[config.mk]
export PLATFORM = sky130hd
export DESIGN_NAME = cpu_top
export DESIGN_NICKNAME = d
export VERILOG_FILES = /design/src/verilog/cpu_pkg.sv /design/src/verilog/cpu_top.sv /design/src/verilog/pc_fetch.sv /design/src/verilog/decoder.sv /design/src/verilog/register_file.sv /design/src/verilog/alu.sv
export VERILOG_INCLUDE_DIRS = /design/src /design/src/include
export SDC_FILE = /design/constraint.sdc
export NUM_CORES = 2
export LEC_CHECK = 0
export CAP_MARGIN = 40
export CORE_UTILIZATION = 25
export DETAILED_ROUTE_END_ITERATION = 10
export DONT_BUFFER_PORTS = 1
export GPL_TIMING_DRIVEN = 0
export HOLD_SLACK_MARGIN = 0.1
export PLACE_DENSITY = 0.35
export SYNTH_ARGS = -nofsm -noshare
export SYNTH_HDL_FRONTEND = slang
export SYNTH_HIERARCHICAL = 1
export SYNTH_SLANG_ARGS = --single-unit
[constraint.sdc]
create_clock -name clk -period 11 [get_ports clk]
set_input_delay 0.55 -clock clk [delete_from_list [all_inputs] [get_ports clk]]
set_output_delay 0.55 -clock clk [all_outputs]
set_load 0.005 [all_outputs]
[src/include/cpu_defs.svh]
`ifndef CPU_DEFS_SVH
`define CPU_DEFS_SVH

// major opcodes, inst[6:0]
`define OPC_OP_IMM  7'b0010011
`define OPC_OP      7'b0110011
`define OPC_LUI     7'b0110111
`define OPC_AUIPC   7'b0010111
`define OPC_SYSTEM  7'b1110011

// funct3 shared by addi, add and sub
`define F3_ADD_SUB  3'b000

// funct7 for sub; add uses all zeros
`define F7_SUB      7'b0100000

// only system word the core accepts
`define EBREAK_WORD 32'h0010_0073

`endif
[src/verilog/cpu_pkg.sv]
package cpu_pkg;

  // register and address width
  localparam int XLEN = 64;

  // instruction word width
  localparam int INST_W = 32;

  // register index width, 32 registers
  localparam int REG_AW = 5;

  // boot address unless the top level overrides it
  localparam logic [XLEN-1:0] DEFAULT_RESET_PC = 64'h0000_0000_8000_0000;

  // alu operation select
  // pass-b serves lui, add serves addi/add/auipc
  typedef enum logic [1:0] {
    ALU_ADD    = 2'd0,
    ALU_SUB    = 2'd1,
    ALU_PASS_B = 2'd2
  } alu_op_t;

endpackage

[src/verilog/cpu_top.sv]
`timescale 1ns/1ps

module cpu_top #(
  parameter logic [cpu_pkg::XLEN-1:0] reset_pc = cpu_pkg::DEFAULT_RESET_PC
) (
  input  logic                       clk,
  input  logic                       rst_n,
  // instruction bus
  input  logic                       wb_ack,
  input  logic [cpu_pkg::INST_W-1:0] wb_dat_i,
  output logic                       wb_cyc,
  output logic                       wb_stb,
  output logic [cpu_pkg::XLEN-1:0]   wb_adr,
  // status
  output logic                       halted,
  output logic                       illegal,
  // retirement port
  output logic                       commit_valid,
  output logic [cpu_pkg::XLEN-1:0]   commit_pc,
  output logic [cpu_pkg::REG_AW-1:0] commit_rd,
  output logic [cpu_pkg::XLEN-1:0]   commit_wdata
);

  logic [cpu_pkg::INST_W-1:0] inst;
  logic [cpu_pkg::XLEN-1:0]   pc;
  logic                       exec;
  logic [cpu_pkg::REG_AW-1:0] rs1;
  logic [cpu_pkg::REG_AW-1:0] rs2;
  logic [cpu_pkg::REG_AW-1:0] rd;
  logic [cpu_pkg::XLEN-1:0]   imm;
  cpu_pkg::alu_op_t           alu_op;
  logic                       use_imm;
  logic                       use_pc;
  logic                       reg_write;
  logic                       is_ebreak;
  logic                       is_illegal;
  logic [cpu_pkg::XLEN-1:0]   rdata_1;
  logic [cpu_pkg::XLEN-1:0]   rdata_2;
  logic [cpu_pkg::XLEN-1:0]   op_a;
  logic [cpu_pkg::XLEN-1:0]   op_b;
  logic [cpu_pkg::XLEN-1:0]   result;
  logic                       wr_en;

  pc_fetch #(
    .reset_pc (reset_pc)
  ) i_pc_fetch (
    .clk        (clk),
    .rst_n      (rst_n),
    .wb_ack     (wb_ack),
    .wb_dat_i   (wb_dat_i),
    .wb_cyc     (wb_cyc),
    .wb_stb     (wb_stb),
    .wb_adr     (wb_adr),
    .is_ebreak  (is_ebreak),
    .is_illegal (is_illegal),
    .inst       (inst),
    .pc         (pc),
    .exec       (exec),
    .halted     (halted),
    .illegal    (illegal)
  );

  decoder i_decoder (
    .inst       (inst),
    .rs1        (rs1),
    .rs2        (rs2),
    .rd         (rd),
    .imm        (imm),
    .alu_op     (alu_op),
    .use_imm    (use_imm),
    .use_pc     (use_pc),
    .reg_write  (reg_write),
    .is_ebreak  (is_ebreak),
    .is_illegal (is_illegal)
  );

  // writes land at the end of the exec cycle
  assign wr_en = exec & reg_write;

  register_file i_register_file (
    .clk     (clk),
    .rst_n   (rst_n),
    .we      (wr_en),
    .waddr   (rd),
    .wdata   (result),
    .raddr_1 (rs1),
    .raddr_2 (rs2),
    .rdata_1 (rdata_1),
    .rdata_2 (rdata_2)
  );

  // operand one is pc for auipc
  assign op_a = use_pc ? pc : rdata_1;
  // operand two is the immediate for addi/lui/auipc
  assign op_b = use_imm ? imm : rdata_2;

  alu i_alu (
    .op (alu_op),
    .a  (op_a),
    .b  (op_b),
    .y  (result)
  );

  // ebreak and illegal words never retire
  assign commit_valid = wr_en;
  assign commit_pc    = pc;
  assign commit_rd    = rd;
  assign commit_wdata = result;

endmodule

[src/verilog/pc_fetch.sv]
`timescale 1ns/1ps

module pc_fetch #(
  parameter logic [cpu_pkg::XLEN-1:0] reset_pc = cpu_pkg::DEFAULT_RESET_PC
) (
  input  logic                       clk,
  input  logic                       rst_n,
  // wishbone classic read master
  input  logic                       wb_ack,
  input  logic [cpu_pkg::INST_W-1:0] wb_dat_i,
  output logic                       wb_cyc,
  output logic                       wb_stb,
  output logic [cpu_pkg::XLEN-1:0]   wb_adr,
  // stop causes from the decoder
  input  logic                       is_ebreak,
  input  logic                       is_illegal,
  // to the rest of the core
  output logic [cpu_pkg::INST_W-1:0] inst,
  output logic [cpu_pkg::XLEN-1:0]   pc,
  output logic                       exec,
  output logic                       halted,
  output logic                       illegal
);

  typedef enum logic [1:0] {
    S_FETCH = 2'd0,
    S_EXEC  = 2'd1,
    S_STOP  = 2'd2
  } state_t;

  state_t                     state;
  logic                       req;
  logic [cpu_pkg::XLEN-1:0]   pc_q;
  logic [cpu_pkg::INST_W-1:0] inst_q;
  logic                       halted_q;
  logic                       illegal_q;
  logic                       stop_now;

  // decoder flags only matter while executing
  assign stop_now = is_ebreak | is_illegal;

  // control state
  always_ff @(posedge clk) begin
    if (!rst_n) begin
      state     <= S_FETCH;
      req       <= 1'b0;
      pc_q      <= reset_pc;
      halted_q  <= 1'b0;
      illegal_q <= 1'b0;
    end else begin
      case (state)
        S_FETCH: begin
          if (!req) begin
            // first request out of reset
            req <= 1'b1;
          end else if (wb_ack) begin
            // transfer done so cyc/stb drop next cycle
            req   <= 1'b0;
            state <= S_EXEC;
          end
        end
        S_EXEC: begin
          if (stop_now) begin
            // no writeback and no further fetch
            state     <= S_STOP;
            halted_q  <= 1'b1;
            illegal_q <= is_illegal;
          end else begin
            // retire and go straight into the next request
            state <= S_FETCH;
            req   <= 1'b1;
            pc_q  <= pc_q + cpu_pkg::XLEN'(4);
          end
        end
        S_STOP: begin
          // parked until reset
          req <= 1'b0;
        end
        default: begin
          state <= S_STOP;
          req   <= 1'b0;
        end
      endcase
    end
  end

  // instruction word captured on the ack edge
  always_ff @(posedge clk) begin
    if (state == S_FETCH && req && wb_ack) begin
      inst_q <= wb_dat_i;
    end
  end

  // cyc and stb always move together
  assign wb_cyc  = req;
  assign wb_stb  = req;
  // address is the current pc and stays steady for the whole transfer
  assign wb_adr  = pc_q;

  assign inst    = inst_q;
  assign pc      = pc_q;
  // single cycle after each ack
  assign exec    = (state == S_EXEC);
  assign halted  = halted_q;
  assign illegal = illegal_q;

endmodule

[src/verilog/decoder.sv]
`timescale 1ns/1ps

`include "cpu_defs.svh"

module decoder (
  input  logic [cpu_pkg::INST_W-1:0] inst,
  output logic [cpu_pkg::REG_AW-1:0] rs1,
  output logic [cpu_pkg::REG_AW-1:0] rs2,
  output logic [cpu_pkg::REG_AW-1:0] rd,
  output logic [cpu_pkg::XLEN-1:0]   imm,
  output cpu_pkg::alu_op_t           alu_op,
  output logic                       use_imm,
  output logic                       use_pc,
  output logic                       reg_write,
  output logic                       is_ebreak,
  output logic                       is_illegal
);

  logic [6:0]               opcode;
  logic [2:0]               funct3;
  logic [6:0]               funct7;
  logic [cpu_pkg::XLEN-1:0] imm_i;
  logic [cpu_pkg::XLEN-1:0] imm_u;

  // fixed field positions
  assign opcode = inst[6:0];
  assign rd     = inst[11:7];
  assign funct3 = inst[14:12];
  assign rs1    = inst[19:15];
  assign rs2    = inst[24:20];
  assign funct7 = inst[31:25];

  // i-type, 12 bits sign extended
  assign imm_i = {{(cpu_pkg::XLEN-12){inst[31]}}, inst[31:20]};
  // u-type, upper 20 bits at 12, sign extended from bit 31
  assign imm_u = {{(cpu_pkg::XLEN-32){inst[31]}}, inst[31:12], 12'h000};

  always_comb begin
    // defaults describe a non-writing instruction
    imm        = imm_i;
    alu_op     = cpu_pkg::ALU_ADD;
    use_imm    = 1'b0;
    use_pc     = 1'b0;
    reg_write  = 1'b0;
    is_ebreak  = 1'b0;
    is_illegal = 1'b0;

    case (opcode)
      `OPC_OP_IMM: begin
        // addi only
        if (funct3 == `F3_ADD_SUB) begin
          use_imm   = 1'b1;
          reg_write = 1'b1;
        end else begin
          is_illegal = 1'b1;
        end
      end
      `OPC_OP: begin
        if (funct3 != `F3_ADD_SUB) begin
          is_illegal = 1'b1;
        end else if (funct7 == 7'b0000000) begin
          reg_write = 1'b1;
        end else if (funct7 == `F7_SUB) begin
          alu_op    = cpu_pkg::ALU_SUB;
          reg_write = 1'b1;
        end else begin
          is_illegal = 1'b1;
        end
      end
      `OPC_LUI: begin
        // immediate straight through the alu
        imm       = imm_u;
        alu_op    = cpu_pkg::ALU_PASS_B;
        use_imm   = 1'b1;
        reg_write = 1'b1;
      end
      `OPC_AUIPC: begin
        // pc plus upper immediate
        imm       = imm_u;
        use_imm   = 1'b1;
        use_pc    = 1'b1;
        reg_write = 1'b1;
      end
      `OPC_SYSTEM: begin
        // ecall, csr ops etc. are not supported
        if (inst == `EBREAK_WORD) begin
          is_ebreak = 1'b1;
        end else begin
          is_illegal = 1'b1;
        end
      end
      default: begin
        is_illegal = 1'b1;
      end
    endcase
  end

endmodule

[src/verilog/register_file.sv]
`timescale 1ns/1ps

module register_file (
  input  logic                       clk,
  input  logic                       rst_n,
  input  logic                       we,
  input  logic [cpu_pkg::REG_AW-1:0] waddr,
  input  logic [cpu_pkg::XLEN-1:0]   wdata,
  input  logic [cpu_pkg::REG_AW-1:0] raddr_1,
  input  logic [cpu_pkg::REG_AW-1:0] raddr_2,
  output logic [cpu_pkg::XLEN-1:0]   rdata_1,
  output logic [cpu_pkg::XLEN-1:0]   rdata_2
);

  localparam int NUM_REGS = 2 ** cpu_pkg::REG_AW;

  logic [cpu_pkg::XLEN-1:0] regs [NUM_REGS];

  // one write port
  // x0 is never written so it keeps its reset value
  always_ff @(posedge clk) begin
    if (!rst_n) begin
      for (int i = 0; i < NUM_REGS; i++) begin
        regs[i] <= '0;
      end
    end else if (we && (waddr != '0)) begin
      regs[waddr] <= wdata;
    end
  end

  // asynchronous read ports
  assign rdata_1 = regs[raddr_1];
  assign rdata_2 = regs[raddr_2];

endmodule

[src/verilog/alu.sv]
`timescale 1ns/1ps

module alu (
  input  cpu_pkg::alu_op_t         op,
  input  logic [cpu_pkg::XLEN-1:0] a,
  input  logic [cpu_pkg::XLEN-1:0] b,
  output logic [cpu_pkg::XLEN-1:0] y
);

  // all results wrap modulo 2^XLEN
  always_comb begin
    case (op)
      cpu_pkg::ALU_ADD: begin
        y = a + b;
      end
      cpu_pkg::ALU_SUB: begin
        y = a - b;
      end
      cpu_pkg::ALU_PASS_B: begin
        // lui path
        y = b;
      end
      default: begin
        // spare encoding behaves as add
        y = a + b;
      end
    endcase
  end

endmodule

## Yosys cells after proc, flatten, opt, wreduce, memory -nomap -nowiden

Memories as Yosys holds them, arrays and structs flattened. A register that Yosys moved wholly into a read port is not among the register bits.
Index checks and enable logic that the tools add are counted.

| cells by class | value |
|---|---|
| $add $sub $neg | 3 |
| equality and inequality tests | 14 |
| muxes and demuxes | 40 |
| bitwise operators | 4 |
| reduce and logical (&&, ||, !) cells | 13 |

Operator list:

| cell | number |
|---|---|
| $mux 64 | 3 |
| $pmux 64 s2 | 1 |
| $add 64x3->64 const B | 1 |
| $add 64x64->64 | 1 |
| $reduce_or 64->1 | 1 |
| $sub 64x64->64 | 1 |
| $eq 32x21->1 const B | 1 |
| $mux 31 | 1 |
| $eq 7x6->1 const B | 3 |
| $mux 1 | 21 |
| $mux 5 | 3 |
| $eq 7x5->1 const B | 2 |
| $mux 2 | 5 |
| $eq 7x7->1 const B | 1 |
| $logic_not 7->1 | 1 |
| $pmux 2 s3 | 1 |
| $reduce_bool 5->1 | 1 |
| $eq 2x1->1 const B | 2 |
| $eq 2x2->1 const B | 2 |
| $ne 2x2->1 const B | 2 |
| $pmux 1 s2 | 2 |
| $pmux 1 s4 | 1 |
| $pmux 2 s2 | 1 |
| $reduce_and 2->1 | 2 |
| other kinds (11) | 14 |

| word-level totals | value |
|---|---|
| flip-flop bits (word level) | 101 |
| bits in writable memories | 2048 |
| output and inout bits | 202 |
| memories kept | 1 |

Memories:

| memory | words | width | read ports | clocked after memory_dff | write ports | line | text |
|---|---|---|---|---|---|---|---|
| i_register_file.regs | 32 | 64 | 2 | 2 | 32 | register_file.sv:17 | `logic [cpu_pkg::XLEN-1:0] regs [NUM_REGS];` |

## Depth between registers and ports, before layout

| depth | value |
|---|---|
| depth in word-level cells | 12 |
| gate-level depth with buffers | 33 |
| mapped depth without buffers | 26 |

## By module

Netlist, hierarchy kept.

By module, submodules not included:

| module | instances | cells each | area an instance (µm²) |
|---|---|---|---|
| register_file | 1 | 7113 | 106880.0 |
| alu | 1 | 976 | 6184.7 |
| pc_fetch | 1 | 461 | 4549.4 |
| cpu_top | 1 | 143 | 2160.8 |
| decoder | 1 | 110 | 799.5 |

## Least setup slack after synthesis

Ideal clock, no wire load.

| path | value |
|---|---|
| path type | register to register |
| from | reg i_pc_fetch.inst_q (netlist bit i_pc_fetch/inst[31]) |
| to | mem i_register_file/regs[24][0] (netlist name) (enable) |
| arrival | 6.540 ns |
| required time | 10.425 ns |
| setup slack | 3.885 ns |
| cell stages (with the launch flop) | 10 |
| period minus slack after synthesis | 7.115 ns |
| cell sequence | edfxtp_1 nor2_1 nand2_1 a21oi_1 o21a_1 and2_1 nand2_1 or3_1 buf_2 o21ai_0 |

RTL lines:

| element | line | text |
|---|---|---|
| start, declared | pc_fetch.sv:34 | `logic [cpu_pkg::INST_W-1:0] inst_q;` |
| start signal, assigned | pc_fetch.sv:90 | `inst_q <= wb_dat_i;` |
| end, declared | register_file.sv:17 |  |

## Final worst setup path

| path | value |
|---|---|
| from | reg i_pc_fetch.inst_q (netlist bit i_pc_fetch/inst[22]) |
| to | out commit_wdata[62] (netlist name) |

| on the way | value |
|---|---|
| longest elaborated chain between the ends | 4 |
| elaborated cells between the ends (all ways) | 5 |
| classes of those cells | add/sub: 2; mux: 3 |

RTL lines:

| element | line | text |
|---|---|---|
| $mux 31 (*) | decoder.sv:48 | `case (opcode)` |
| $mux 64 (*) | cpu_top.sv:95 | `assign op_b = use_imm ? imm : rdata_2;` |
| $add 64x64->64 or $sub 64x64->64 (tied branches) | alu.sv:14, alu.sv:25, alu.sv:17 |  |
| $pmux 64 s2 (*) | alu.sv:12 | `case (op)` |
| end, declared | cpu_top.sv:21 | `output logic [cpu_pkg::XLEN-1:0] commit_wdata` |

Every way passes the cells marked *; elsewhere a longest branch is shown, timed or not.

==> metrics <==
status=completed; Setup Skew=around 60 ps; hpwl dp=694000 um; Pwr Density=approximately 170 mW/mm2; mean area per synthesized cell=between 10 and 15 um2; final setup fails=0; fin. max-slew vios=0; Pint=16.3 mW; Hold Crit Class=in -> reg; width of the chip=between 600 and 700 um; crit start category=flip-flop; Clock power frac=between 30% and 40%; final cycle utilization of the critical path=99.9%; GP Congestion=~0.98; # nets final=10.1k; placed insts=about 16k; Seq/Total Area, Yosys=~53%; Fill cells=approximately 47k; Rows=254; Critical Path RT=around 10000 ps; CTS tree=done; Remaining DRCs=0; cell count after synthesis=~8.8k; Synth-to-Final Area Change=27.7%; CTS clk-pin slew, worst paths=60 ps; Lkg Pwr=56.3 nW; initial antenna violation count=196; Switch Pwr=just over 9 mW; number of I/O pins=~240; wire length per cell=about 53 um; buffer depth of the longest clock path=4; CTS Buf Count=about 280; minimum hold slack=roughly 200 ps; die height=~700 um; Overflow after GRT=0; FMAX=slightly above 90 MHz; total track usage=between 30% and 40%; vias in the first global route=roughly 93k; Root Driver=clkbuf_16; Worst-Skew Late Latency=a little over 1000 ps; Synth cell types=99; most frequent cell after synthesis=edfxtp_1; largest net degree at the start of global routing=48; combinational share of power=about 28%; H-tree levels=5; peak supply drop=between 0.1 and 0.15 mV; Synth Warn #=6; critical path's slowest cell=buf_2; Post-synth EDFFs=approximately 2.1k; Synth Flop Type=edfxtp_1; fin worst setup slack=about 14 ps; die footprint=0.485 mm2; final wirelength=slightly below 900000 um; Buffers on Ports=0; top-area cell type share of the netlist area=around 52%; Synth area leader=edfxtp_1; Worst slew margin=between 20% and 30%; antenna viol nets, final=0; vias per cell=between 6 and 7; final std cells w/o fill=between 15k and 20k; via count=approximately 100k; Starting Density=between 20 and 30%; violation count after the first detailed-route iteration=17.7k; sequential power share=between 30% and 40%; CP endpoint kind=output port; critical path fanouts, max=11; Switching Share=around 36%; pre-CTS setup slack=-676 ps; Fin. Hold Viols=0; max-cap viol count=0; Slew @ Worst Pin=roughly 1100 ps; Synth Register Bits=approximately 2.1k; clk sink count=around 2.1k; first-pass GRT wire length=roughly 1100000 um; asr flop ratio synth=0%; Final min period=roughly 11000 ps; Synth area leaders=edfxtp_1 52%, mux4_2 15%, and2_1 10%; synthesized cell area=0.121 mm2; Crit path arrival time=about 10000 ps; layout cells sized above 1=~28%; critical path class=reg -> out; core area=0.479 mm2; drt pass-1 iters=6; Slowest Stage Delay on Critical Path=710 ps; RSZ-0062 raised after global routing=false; top cells by instance count after synthesis=2080 x edfxtp_1, 2009 x and2_1, 824 x mux4_2
[stage by stage]
step	area [um2]	utilization, %	setup TNS, ps	power [mW]
after floorplan	121000	-	0	12.1
after global placement	129000	26.9	-	15.6
after detailed placement	144000	30.1	-182090	16.3
after CTS	153000	32.0	0	25.3
after global routing	154000	32.1	0	26.0
final	154000	32.1	0	25.6
[cells by family after synthesis]
family / count (synthesis) / share of synthesized area [%]
compound gates: 1064 / 5.86
buf+inv: 1001 / 4.16
fa+ha+maj: 66 / 0.691
mux: 1380 / 20.5
flops: 2147 / 52.9
other cells: 2 / 0.00623
simple gates: 3003 / 14.8
xor+xnor: 140 / 1.02
[worst max-delay path, delay by kind of cell, from the launching register on]
kind | cells | cell delay, ps
compound gates | 11 | 3230
xor+xnor | 1 | 210
fa+ha+maj | 1 | 290
buf+inv | 8 | 2630
flops | 1 | 570
mux | 2 | 790
simple gates | 6 | 1540
[layout by cell type (no fill, tap or decap), drive strengths merged, types with 16 or more instances in the layout]
| master | Yosys | layout |
|---|---|---|
| and2 | 2010 | 2010 |
| mux2 | 144 | 144 |
| nor2 | 197 | 197 |
| nand2b | 27 | 27 |
| clkbuf | 573 | 917 |
| a21oi | 161 | 161 |
| o31ai | 16 | 16 |
| and3 | 24 | 24 |
| or3 | 41 | 41 |
| o211ai | 25 | 25 |
| ha | 65 | 65 |
| nand3 | 78 | 78 |
| and4 | 18 | 18 |
| nor2b | 76 | 76 |
| bufinv | 0 | 17 |
| o22ai | 296 | 296 |
| a21o | 58 | 58 |
| clkinv | 2 | 112 |
| o21ai | 123 | 123 |
| mux4 | 824 | 824 |
| diode | 0 | 111 |
| edfxtp | 2080 | 2080 |
| inv | 35 | 53 |
| buf | 391 | 1209 |
| nand4 | 51 | 51 |
| mux2i | 412 | 412 |
| conb | 2 | 68 |
| dlygate4sd3 | 0 | 34 |
| nor3 | 41 | 41 |
| dfxtp | 67 | 67 |
| a211oi | 41 | 41 |
| nand2 | 250 | 250 |
| xor2 | 49 | 49 |
| nor4 | 130 | 130 |
| a22oi | 193 | 193 |
| a2111oi | 20 | 20 |
| xnor2 | 91 | 91 |
[flip-flops by register name, indices dropped and copies added, names as in the netlist]
name                  flops
i_pc_fetch/wb_cyc         1
i_pc_fetch/inst          32
i_pc_fetch/pc            62
i_pc_fetch/halted         1
i_register_file/regs   2048
i_pc_fetch/state          2
i_pc_fetch/illegal        1
[routing by layer]
layer | track usage [%] | up-vias | wire, um
li1 | - | 36100 | -
met2 | 52.7 | 8879 | 380000
met3 | 13.3 | 2505 | 108000
met4 | 28.8 | 58 | 85100
met1 | 41.2 | 53100 | 316000
met5 | 0 | - | 388
[layout make-up]
class | instances | area (um2) | area share (%)
plain buffers | 963 | 5120 | 3.33
repair buffers | 859 | 14600 | 9.46
clock buffers | 343 | 7230 | 4.70
inverters | 37 | 148 | 0.0959
well taps | 6400 | 8010 | 5.20
diodes | 111 | 278 | 0.180
clock inverters | 149 | 1300 | 0.845
multi-input cells | 5721 | 53500 | 34.7
flip-flops and latches | 2147 | 63800 | 41.4
[final timing paths]
check                           start                            to  slack, ps  cells after the start
setup reg to reg  i_pc_fetch/inst[22]  i_register_file/regs[14][56]        530                     31
setup / recovery  i_pc_fetch/inst[22]              commit_wdata[62]         10                     29
hold / removal            wb_dat_i[1]            i_pc_fetch/inst[1]        200                      1
hold reg to reg     i_pc_fetch/halted             i_pc_fetch/halted        550                      2
[power by group through the flow]
stage                     sequential [mW]  clock, mW  combinational (mW)
after floorplan                      9.54          0                2.56
after global placement               9.80          0                5.80
after detailed placement             9.57          0                6.72
after CTS                            9.40       9.18                6.77
after global routing                 9.43       9.43                7.12
final                                9.41       9.12                7.11
[what timing repair did]
| item | 4_1_cts | 5_1_grt |
|---|---|---|
| setup endpoints to repair | 713 | 11 |
| gates resized for setup | 57 | 10 |
| buffers inserted | 6 | 1 |
| cloned | 0 | 0 |
| pin swaps | 4 | 1 |
| endpoints found under the hold margin | 51 | 0 |
| hold buffers | 34 | 0 |
(Power assumes the default switching activity.)
